==> src/source/lc4_pkg.sv <==
// Shared LC4 types; only BR, ADD, SUB, AND, OR, XOR, CONST, LDR and STR exist, all other encodings decode as no-ops
package lc4_pkg;

    // Data and address width
    localparam int XLEN = 16;

    typedef logic [XLEN-1:0] word_t;
    typedef logic [2:0]      reg_sel_t;
    // N in bit 2, Z in bit 1, P in bit 0
    typedef logic [2:0]      nzp_t;

    // BR with no condition bits set, so never taken
    localparam word_t NOP_INSN = '0;

    // Top nibble of the instruction
    typedef enum logic [3:0] {
        OP_BR    = 4'b0000,
        OP_ARITH = 4'b0001,
        OP_LOGIC = 4'b0101,
        OP_LDR   = 4'b0110,
        OP_STR   = 4'b0111,
        OP_CONST = 4'b1001
    } opcode_t;

    typedef enum logic [2:0] {
        ALU_ADD,
        ALU_SUB,
        ALU_AND,
        ALU_OR,
        ALU_XOR,
        ALU_PASS_IMM
    } alu_op_t;

    // Decoded controls, carried down to the result stage
    typedef struct packed {
        alu_op_t alu_op;
        logic    use_imm;
        logic    regfile_we;
        logic    nzp_we;
        logic    is_load;
        logic    is_store;
        logic    is_branch;
    } ctrl_t;

    // Decode to execute
    typedef struct packed {
        logic     valid;
        word_t    pc;
        word_t    insn;
        ctrl_t    ctrl;
        reg_sel_t rs_sel;
        reg_sel_t rt_sel;
        word_t    rs_data;
        word_t    rt_data;
        word_t    imm;
        reg_sel_t wsel;
    } dec_t;

    // Execute to result, alu_result doubles as the memory address
    typedef struct packed {
        logic     valid;
        word_t    pc;
        word_t    insn;
        ctrl_t    ctrl;
        word_t    alu_result;
        word_t    store_data;
        reg_sel_t wsel;
    } exe_t;

    // Register write from the result stage
    typedef struct packed {
        logic     we;
        reg_sel_t wsel;
        word_t    wdata;
    } wb_t;

    typedef struct packed {
        logic  taken;
        word_t target;
    } redirect_t;

    // One slot as it leaves the result stage
    typedef struct packed {
        logic     valid;
        word_t    pc;
        word_t    insn;
        logic     regfile_we;
        reg_sel_t wsel;
        word_t    wdata;
        logic     nzp_we;
        nzp_t     nzp;
    } trace_t;

endpackage
==> src/source/lc4_pipeline.sv <==
// Three-stage LC4 core top; both memories sit outside and answer combinationally
module lc4_pipeline #(
    parameter lc4_pkg::word_t RESET_PC = 16'h8200
) (
    input  logic            gwe,
    input  logic            i_arst_n,
    input  lc4_pkg::word_t  i_cur_insn,
    input  lc4_pkg::word_t  i_cur_dmem_data,
    output lc4_pkg::word_t  o_cur_pc,
    output lc4_pkg::word_t  o_dmem_addr,
    output logic            o_dmem_we,
    output lc4_pkg::word_t  o_dmem_towrite,
    output lc4_pkg::trace_t o_trace
);

    lc4_pkg::dec_t      dec;
    lc4_pkg::exe_t      exe;
    lc4_pkg::redirect_t redirect;
    lc4_pkg::wb_t       wb;
    lc4_pkg::nzp_t      nzp;

    lc4_decode #(
        .RESET_PC (RESET_PC)
    ) u_decode (
        .gwe        (gwe),
        .i_arst_n   (i_arst_n),
        .i_cur_insn (i_cur_insn),
        .i_redirect (redirect),
        .i_wb       (wb),
        .o_cur_pc   (o_cur_pc),
        .o_dec      (dec)
    );

    lc4_execute u_execute (
        .gwe        (gwe),
        .i_arst_n   (i_arst_n),
        .i_dec      (dec),
        .i_wb       (wb),
        .i_nzp      (nzp),
        .o_exe      (exe),
        .o_redirect (redirect)
    );

    // Also feeds the register file and the execute bypass
    lc4_result u_result (
        .gwe             (gwe),
        .i_arst_n        (i_arst_n),
        .i_exe           (exe),
        .i_cur_dmem_data (i_cur_dmem_data),
        .o_dmem_addr     (o_dmem_addr),
        .o_dmem_towrite  (o_dmem_towrite),
        .o_dmem_we       (o_dmem_we),
        .o_wb            (wb),
        .o_nzp           (nzp),
        .o_trace         (o_trace)
    );

endmodule

==> src/source/lc4_result.sv <==
// Result stage; data memory must return i_cur_dmem_data in the same cycle as o_dmem_addr
module lc4_result (
    input  logic              gwe,
    input  logic              i_arst_n,
    input  lc4_pkg::exe_t     i_exe,
    input  lc4_pkg::word_t    i_cur_dmem_data,
    output lc4_pkg::word_t    o_dmem_addr,
    output lc4_pkg::word_t    o_dmem_towrite,
    output logic              o_dmem_we,
    output lc4_pkg::wb_t      o_wb,
    output lc4_pkg::nzp_t     o_nzp,
    output lc4_pkg::trace_t   o_trace
);

    logic           valid_q;
    lc4_pkg::exe_t  q;
    lc4_pkg::word_t wdata;
    lc4_pkg::nzp_t  nzp_new;
    lc4_pkg::nzp_t  nzp_q;
    logic           nzp_upd;

    // Slot valid
    always_ff @(posedge gwe or negedge i_arst_n) begin
        if (!i_arst_n) begin
            valid_q <= 1'b0;
        end else begin
            valid_q <= i_exe.valid;
        end
    end

    always_ff @(posedge gwe) begin
        q <= i_exe;
    end

    // Memory port only talks for valid loads and stores
    assign o_dmem_addr    = (valid_q && (q.ctrl.is_load || q.ctrl.is_store)) ? q.alu_result : '0;
    assign o_dmem_we      = valid_q && q.ctrl.is_store;
    assign o_dmem_towrite = o_dmem_we ? q.store_data : '0;

    assign wdata   = q.ctrl.is_load ? i_cur_dmem_data : q.alu_result;
    assign nzp_new = (wdata == '0) ? 3'b010 : (wdata[15] ? 3'b100 : 3'b001);
    assign nzp_upd = valid_q && q.ctrl.nzp_we;

    always_ff @(posedge gwe or negedge i_arst_n) begin
        if (!i_arst_n) begin
            nzp_q <= '0;
        end else if (nzp_upd) begin
            nzp_q <= nzp_new;
        end
    end

    // Bypass so a branch right behind a flag setter sees the new flags
    assign o_nzp = nzp_upd ? nzp_new : nzp_q;

    always_comb begin
        o_wb.we    = valid_q && q.ctrl.regfile_we;
        o_wb.wsel  = q.wsel;
        o_wb.wdata = wdata;
    end

    always_comb begin
        o_trace.valid      = valid_q;
        o_trace.pc         = q.pc;
        o_trace.insn       = q.insn;
        o_trace.regfile_we = q.ctrl.regfile_we;
        o_trace.wsel       = q.wsel;
        o_trace.wdata      = wdata;
        o_trace.nzp_we     = q.ctrl.nzp_we;
        o_trace.nzp        = nzp_new;
    end

endmodule

==> src/source/lc4_execute.sv <==
// Execute stage with forwarding from the result stage only; branches resolve here against i_nzp
module lc4_execute (
    input  logic                gwe,
    input  logic                i_arst_n,
    input  lc4_pkg::dec_t       i_dec,
    input  lc4_pkg::wb_t        i_wb,
    input  lc4_pkg::nzp_t       i_nzp,
    output lc4_pkg::exe_t       o_exe,
    output lc4_pkg::redirect_t  o_redirect
);

    logic           valid_q;
    lc4_pkg::dec_t  q;
    lc4_pkg::word_t rs_fwd;
    lc4_pkg::word_t rt_fwd;
    lc4_pkg::word_t op_b;
    lc4_pkg::word_t alu_result;
    logic           br_taken;

    // Slot valid
    always_ff @(posedge gwe or negedge i_arst_n) begin
        if (!i_arst_n) begin
            valid_q <= 1'b0;
        end else begin
            valid_q <= i_dec.valid;
        end
    end

    // Payload, q.valid is shadowed by valid_q
    always_ff @(posedge gwe) begin
        q <= i_dec;
    end

    // Older writes already went through the register file write-through
    always_comb begin
        if (i_wb.we && (i_wb.wsel == q.rs_sel)) begin
            rs_fwd = i_wb.wdata;
        end else begin
            rs_fwd = q.rs_data;
        end
        if (i_wb.we && (i_wb.wsel == q.rt_sel)) begin
            rt_fwd = i_wb.wdata;
        end else begin
            rt_fwd = q.rt_data;
        end
    end

    assign op_b = q.ctrl.use_imm ? q.imm : rt_fwd;

    // LDR and STR use ADD with the offset to form the address
    always_comb begin
        case (q.ctrl.alu_op)
            lc4_pkg::ALU_ADD:      alu_result = rs_fwd + op_b;
            lc4_pkg::ALU_SUB:      alu_result = rs_fwd - op_b;
            lc4_pkg::ALU_AND:      alu_result = rs_fwd & op_b;
            lc4_pkg::ALU_OR:       alu_result = rs_fwd | op_b;
            lc4_pkg::ALU_XOR:      alu_result = rs_fwd ^ op_b;
            lc4_pkg::ALU_PASS_IMM: alu_result = q.imm;
            default:               alu_result = '0;
        endcase
    end

    // Condition bits n, z, p in insn[11:9] line up with nzp_t
    assign br_taken = valid_q && q.ctrl.is_branch && (|(q.insn[11:9] & i_nzp));

    always_comb begin
        o_redirect.taken  = br_taken;
        o_redirect.target = q.pc + 16'd1 + q.imm;
    end

    // The branch itself still retires
    always_comb begin
        o_exe.valid      = valid_q;
        o_exe.pc         = q.pc;
        o_exe.insn       = q.insn;
        o_exe.ctrl       = q.ctrl;
        o_exe.alu_result = alu_result;
        o_exe.store_data = rt_fwd;
        o_exe.wsel       = q.wsel;
    end

endmodule

==> src/source/lc4_decode.sv <==
// PC, fetch register and decoder; instruction memory must answer i_cur_insn in the same cycle
module lc4_decode #(
    parameter lc4_pkg::word_t RESET_PC = 16'h8200
) (
    input  logic                gwe,
    input  logic                i_arst_n,
    input  lc4_pkg::word_t      i_cur_insn,
    input  lc4_pkg::redirect_t  i_redirect,
    input  lc4_pkg::wb_t        i_wb,
    output lc4_pkg::word_t      o_cur_pc,
    output lc4_pkg::dec_t       o_dec
);

    lc4_pkg::word_t    pc_q;
    logic              fetch_valid;
    lc4_pkg::word_t    fetch_pc;
    lc4_pkg::word_t    fetch_insn;
    lc4_pkg::opcode_t  opcode;
    lc4_pkg::ctrl_t    ctrl;
    lc4_pkg::word_t    imm;
    lc4_pkg::reg_sel_t rt_sel;
    lc4_pkg::word_t    rs_data;
    lc4_pkg::word_t    rt_data;

    // PC and fetch valid; a redirect kills the slot fetched this cycle
    always_ff @(posedge gwe or negedge i_arst_n) begin
        if (!i_arst_n) begin
            pc_q        <= RESET_PC;
            fetch_valid <= 1'b0;
        end else begin
            pc_q        <= i_redirect.taken ? i_redirect.target : pc_q + 16'd1;
            fetch_valid <= !i_redirect.taken;
        end
    end

    // Fetch payload
    always_ff @(posedge gwe) begin
        fetch_pc   <= pc_q;
        fetch_insn <= i_cur_insn;
    end

    assign o_cur_pc = pc_q;
    assign opcode   = lc4_pkg::opcode_t'(fetch_insn[15:12]);

    always_comb begin
        ctrl   = '0;
        imm    = '0;
        rt_sel = fetch_insn[2:0];
        case (opcode)
            lc4_pkg::OP_BR: begin
                ctrl.is_branch = 1'b1;
                imm            = {{7{fetch_insn[8]}}, fetch_insn[8:0]};
            end
            lc4_pkg::OP_ARITH: begin
                ctrl.regfile_we = 1'b1;
                ctrl.nzp_we     = 1'b1;
                imm             = {{11{fetch_insn[4]}}, fetch_insn[4:0]};
                if (fetch_insn[5]) begin
                    ctrl.use_imm = 1'b1;
                    ctrl.alu_op  = lc4_pkg::ALU_ADD;
                end else if (fetch_insn[5:3] == 3'b000) begin
                    ctrl.alu_op = lc4_pkg::ALU_ADD;
                end else if (fetch_insn[5:3] == 3'b010) begin
                    ctrl.alu_op = lc4_pkg::ALU_SUB;
                end else begin
                    // MUL and DIV are not built
                    ctrl.regfile_we = 1'b0;
                    ctrl.nzp_we     = 1'b0;
                end
            end
            lc4_pkg::OP_LOGIC: begin
                ctrl.regfile_we = 1'b1;
                ctrl.nzp_we     = 1'b1;
                case (fetch_insn[5:3])
                    3'b000:  ctrl.alu_op = lc4_pkg::ALU_AND;
                    3'b010:  ctrl.alu_op = lc4_pkg::ALU_OR;
                    3'b011:  ctrl.alu_op = lc4_pkg::ALU_XOR;
                    // NOT and AND immediate fall here
                    default: begin
                        ctrl.regfile_we = 1'b0;
                        ctrl.nzp_we     = 1'b0;
                    end
                endcase
            end
            lc4_pkg::OP_LDR: begin
                ctrl.alu_op     = lc4_pkg::ALU_ADD;
                ctrl.use_imm    = 1'b1;
                ctrl.is_load    = 1'b1;
                ctrl.regfile_we = 1'b1;
                ctrl.nzp_we     = 1'b1;
                imm             = {{10{fetch_insn[5]}}, fetch_insn[5:0]};
            end
            lc4_pkg::OP_STR: begin
                ctrl.alu_op   = lc4_pkg::ALU_ADD;
                ctrl.use_imm  = 1'b1;
                ctrl.is_store = 1'b1;
                imm           = {{10{fetch_insn[5]}}, fetch_insn[5:0]};
                // Store data sits in the destination field
                rt_sel        = fetch_insn[11:9];
            end
            lc4_pkg::OP_CONST: begin
                ctrl.alu_op     = lc4_pkg::ALU_PASS_IMM;
                ctrl.regfile_we = 1'b1;
                ctrl.nzp_we     = 1'b1;
                imm             = {{7{fetch_insn[8]}}, fetch_insn[8:0]};
            end
            default: ;
        endcase
    end

    lc4_regfile u_regfile (
        .gwe       (gwe),
        .i_arst_n  (i_arst_n),
        .i_rs_sel  (fetch_insn[8:6]),
        .i_rt_sel  (rt_sel),
        .i_wb      (i_wb),
        .o_rs_data (rs_data),
        .o_rt_data (rt_data)
    );

    // Second flushed slot is the one now in decode
    always_comb begin
        o_dec.valid   = fetch_valid && !i_redirect.taken;
        o_dec.pc      = fetch_pc;
        o_dec.insn    = fetch_insn;
        o_dec.ctrl    = ctrl;
        o_dec.rs_sel  = fetch_insn[8:6];
        o_dec.rt_sel  = rt_sel;
        o_dec.rs_data = rs_data;
        o_dec.rt_data = rt_data;
        o_dec.imm     = imm;
        o_dec.wsel    = fetch_insn[11:9];
    end

endmodule

==> src/source/lc4_regfile.sv <==
// Eight registers cleared by reset; a read of the register being written returns the new data
module lc4_regfile (
    input  logic              gwe,
    input  logic              i_arst_n,
    input  lc4_pkg::reg_sel_t i_rs_sel,
    input  lc4_pkg::reg_sel_t i_rt_sel,
    input  lc4_pkg::wb_t      i_wb,
    output lc4_pkg::word_t    o_rs_data,
    output lc4_pkg::word_t    o_rt_data
);

    lc4_pkg::word_t regs [8];

    // Architectural state, so it is cleared on reset
    always_ff @(posedge gwe or negedge i_arst_n) begin
        if (!i_arst_n) begin
            regs <= '{default: '0};
        end else if (i_wb.we) begin
            regs[i_wb.wsel] <= i_wb.wdata;
        end
    end

    // Write-through covers the result stage writing what decode reads
    always_comb begin
        if (i_wb.we && (i_wb.wsel == i_rs_sel)) begin
            o_rs_data = i_wb.wdata;
        end else begin
            o_rs_data = regs[i_rs_sel];
        end
        if (i_wb.we && (i_wb.wsel == i_rt_sel)) begin
            o_rt_data = i_wb.wdata;
        end else begin
            o_rt_data = regs[i_rt_sel];
        end
    end

endmodule

==> config.mk <==
export PLATFORM = sky130hd
export DESIGN_NAME = lc4_pipeline
export DESIGN_NICKNAME = d
export VERILOG_FILES = /design/src/source/lc4_pkg.sv /design/src/source/lc4_pipeline.sv /design/src/source/lc4_result.sv /design/src/source/lc4_execute.sv /design/src/source/lc4_decode.sv /design/src/source/lc4_regfile.sv
export SDC_FILE = /design/constraint.sdc
export NUM_CORES = 1
export LEC_CHECK = 0
export BUFFER_PORTS_ARGS = -buffer_cell sky130_fd_sc_hd__clkbuf_2
export CELL_PAD_IN_SITES_DETAIL_PLACEMENT = 1
export CELL_PAD_IN_SITES_GLOBAL_PLACEMENT = 2
export CORE_MARGIN = 5
export CORE_UTILIZATION = 34
export CTS_CLUSTER_DIAMETER = 60
export DETAILED_ROUTE_END_ITERATION = 8
export PLACE_DENSITY = 0.84
export SLEW_MARGIN = 0
export SYNTH_ARGS = -nofsm -noshare
export SYNTH_HDL_FRONTEND = slang
export SYNTH_SLANG_ARGS = --single-unit
==> constraint.sdc <==
create_clock -name gwe -period 3.9 [get_ports gwe]
set_input_delay 0.39 -clock gwe [delete_from_list [all_inputs] [get_ports gwe]]
set_output_delay 0.39 -clock gwe [all_outputs]
set_load 0.01 [all_outputs]
==> impl_metrics.yaml <==
setup_path:
  critPathBufInv: 1
  crit_required_ps: 4330
  max_stage_delay_ps: 510
  cp_top_family: "simple AND/OR/NAND/NOR gates"
  crit_type: "reg -> reg"
  crit_path_cell_trace: "xnor2_4, and4_4, mux2_4, mux2i_4, and2_4, buf_12, and3_4, a31oi_4, xnor2_2, ha_1, and3_4, nand2_2, or4bb_1, a31oi_2, xnor2_1, xnor2_1, o21ai_1"
  arrival_ps: 4360
  start_kind: "register"
  cp_max_fo: 4
  reg2reg_slack_ps: -30
  cp_slowest_cell: "or4bb_1"
  worst_setup_path_end_kind: "register"
flow_run:
  drv_cap: 0
floorplan:
  chipHeight_um: 230
  row_count: 80
  die_width_um: 230
  initial_utilization_pct: 34.4
  core_mm2: 0.0478
  pin_count: 140
  dieArea_mm2: 0.0530
yosys:
  ys_top_cells_by_area: "dfrtp_1 22%, dfxtp_1 22%, nand2_1 5.6%"
  synthesis.area_mm2: 0.0165
  synth-seq-area-share_pct: 45.0
  synth_cell_types: 79
  ys_seq_elements: 333
  synth_xor_area_share_pct: 3.64
  syn_inst: 1787
  syn_nets: 1888
  synth_top_family_by_area: "simple AND/OR/NAND/NOR gates"
  synth-compound-area-share_pct: 14.7
  syn_avg_cell_area_um2: 9.22
  yosysTopAreaCellShare_pct: 22.5
  synth-async-reset-ratio_pct: 45.0
  yosys.area_share.simple_pct: 17.2
  synth-edff-count: 0
  yosysTopAreaCell: "dfrtp_1"
  synth_fa_ha_area_share_pct: 5.18
  synth_ff_type: "dfxtp_1"
  synthMuxAreaShare_pct: 7.71
  synth_warnings: 0
layout:
  area_growth_pct: 22.1
  stdcell_count: 2598
  fillers: 5486
  layout_common_cells: "243 x nand2_1, 181 x nor2_1, 175 x dfxtp_1, 148 x dfrtp_1, 143 x a21oi_1"
  postLayoutCoreUtil_pct: 42.0
  drive_above_1_share_pct: 22.8
  multi_input_area_mm2: 0.00835
  layout_commonest_cell: "nand2_1"
  antenna_cells: 0
  register_area_mm2: 0.00744
  nets: 2053
placement:
  place_inst: 2498
  io_buffers: 139
  gp_congestion: 0.880
  dp_hpwl_um: 38200
global_route:
  gr-total-overflow: 0
  grt_pass1_vias: 14550
  grt_max_degree: 102
  grt_usage_pct: 19.9
  antenna_found_initial: 0
  grt_pass1_wl_um: 84100
detailed_routing:
  drt_iter0_drc: 755
  via_per_inst: 5.21
  num_vias: 13546
  drc: 0
  wl_um: 53900
  drt_pre_antenna_iters: 7
  ant_nets: 0
  wl_per_cell_um: 20.7
power:
  power_density_mw_per_mm2: 762
  power_leakage_nw: 8.89
  vdd_drop_max_mv: 0.314
cts:
  cts_buffers: 39
  clockBufferDepth: 3
  htree_levels: 2
  cts.sinks: 333
  clk_pin_slew_ps: 60
  cts-root-buf: "clkbuf_16"
  cts_tree: "done"
  clk_latency_ps: 570
sta:
  rsz0062_at_grt: "true"
  setup_violations: 1
  finalMaxSlewViolations: 0
  worst_clock_skew_ps: 27.2
  tightest_slew_ps: 972
  finalCritPeriodShare_pct: 101
  fmax_ghz: 0.255
  finalHoldViolCount: 0
  hold_ws_ps: 308
  slew_headroom_pct: 35.2
  finalCriticalPeriod_ps: 3930
  layout_setup_ws_ps: -26.1
outcome:
  violations: "setup timing"
  outcome: "finished with violations"
hold_path:
  min_path_type: "in -> reg"
## area by class of cell
class	instances	area share [%]
inverter	70	1.31
clock buffer	55	5.60
timing repair buffer	281	9.58
clock inverter	17	1.21
sequential	333	37.0
tap	615	3.83
multi-input combinational	1227	41.5
## repair_timing
item | 4_1_cts | 5_1_grt
gates resized for setup | 24 | 40
hold buffers | 17 | 0
hold endpoints to repair | 116 | 0
setup endpoints to repair | 6 | 6
pin swaps | 2 | 30
cloned | 0 | 1
setup buffers | 1 | 9
## worst reg2reg max path: cells and delay by family, from the launching register on
family                     cells  cell delay, ps
AOI/OAI and AO/OA              3             370
xor gates and xnor gates       4             610
adders and majority gates      1             320
buffers and inverters          1             100
DFF                            1             360
muxes                          2             570
and+or+nand+nor                6            1460
## through the flow
stage | cell area, um^2 | power [mW] | setup WS (ps) | setup TNS [ps]
floorplan | 16500 | 9.05 | -5.93 | -5.93
global placement | 18200 | 10.9 | -4.61 | -4.61
detailed placement | 18200 | 11.2 | -118 | -418
CTS | 19800 | 15.2 | 0.495 | 0
global route | 20100 | 16.3 | -188 | -334
finish | 20100 | 15.3 | -26.1 | -26.1
## worst paths after layout
check | startpoint | end | cells past startpoint
max | u_execute.q[51] | u_result.q[34] | 17
min | i_cur_dmem_data[1] | u_result.q[4] | 4
max reg2reg | u_execute.q[51] | u_result.q[34] | 17
min reg2reg | u_decode.fetch_pc[14] | u_execute.o_exe[74] | 0
max in group asynchronous | i_arst_n | u_decode.o_cur_pc[9] | 3
min in group asynchronous | i_arst_n | u_decode.u_regfile.regs[14] | 2
## power by group
part           internal, mW  switching [mW]
sequential             4.66           0.894
clock                  2.31            1.52
combinational          2.62            3.32
## routing by layer
layer / share of wire, % / GRT usage, % / vias to the layer above
met2: 50 / 35.3 / 260
met3: 3.7 / 2.85 / 80
met5: 0 / 0 / -
met4: 2.3 / 5.25 / 0
met1: 44 / 25.6 / 6772
li1: - / - / 6434
## state kept, by name, summed over array words and instances (netlist names), 16 cells and up
register / flops
u_execute.o_exe: 40
u_execute.q: 44
u_decode.fetch_pc: 16
u_decode.o_cur_pc: 16
u_result.o_trace: 33
u_result.q: 34
u_decode.fetch_insn: 16
u_decode.u_regfile.regs: 128
## Yosys cell counts, types with 3 or more instances
| library cell | instances |
|---|---|
| nor2_1 | 184 |
| or3_1 | 5 |
| nand2_1 | 245 |
| xnor2_1 | 37 |
| xnor2_4 | 3 |
| o22ai_1 | 4 |
| nand2b_1 | 23 |
| a21oi_1 | 146 |
| a41oi_1 | 11 |
| nand4_1 | 10 |
| buf_2 | 18 |
| nor3_1 | 12 |
| a22oi_1 | 4 |
| clkbuf_1 | 82 |
| a211oi_1 | 3 |
| ha_1 | 65 |
| a21o_1 | 26 |
| o21a_1 | 8 |
| mux4_2 | 32 |
| mux2i_1 | 45 |
| o221ai_1 | 5 |
| o21bai_1 | 4 |
| nor4_1 | 6 |
| buf_4 | 44 |
| xor2_1 | 22 |
| o31ai_1 | 5 |
| a221oi_2 | 4 |
| and3_1 | 37 |
| dfrtp_1 | 148 |
| inv_1 | 68 |
| or4_1 | 3 |
| mux2_2 | 3 |
| a31o_2 | 3 |
| nor2b_1 | 13 |
| a31oi_1 | 23 |
| o21ai_0 | 100 |
| nand3_1 | 48 |
| o22a_1 | 4 |
| a311oi_1 | 17 |
| buf_6 | 5 |
| buf_1 | 7 |
| dfxtp_1 | 183 |
| and2_1 | 24 |
## cells by family (layout without fill, tap and decap cells)
kind of cell | Yosys count | after routing
buf+inv | 227 | 423
mux | 84 | 84
xor+xnor | 62 | 62
compound gates | 388 | 388
fa+ha+maj | 67 | 67
flops | 333 | 333
simple gates | 626 | 626
Power figures use the tool's default switching activity.
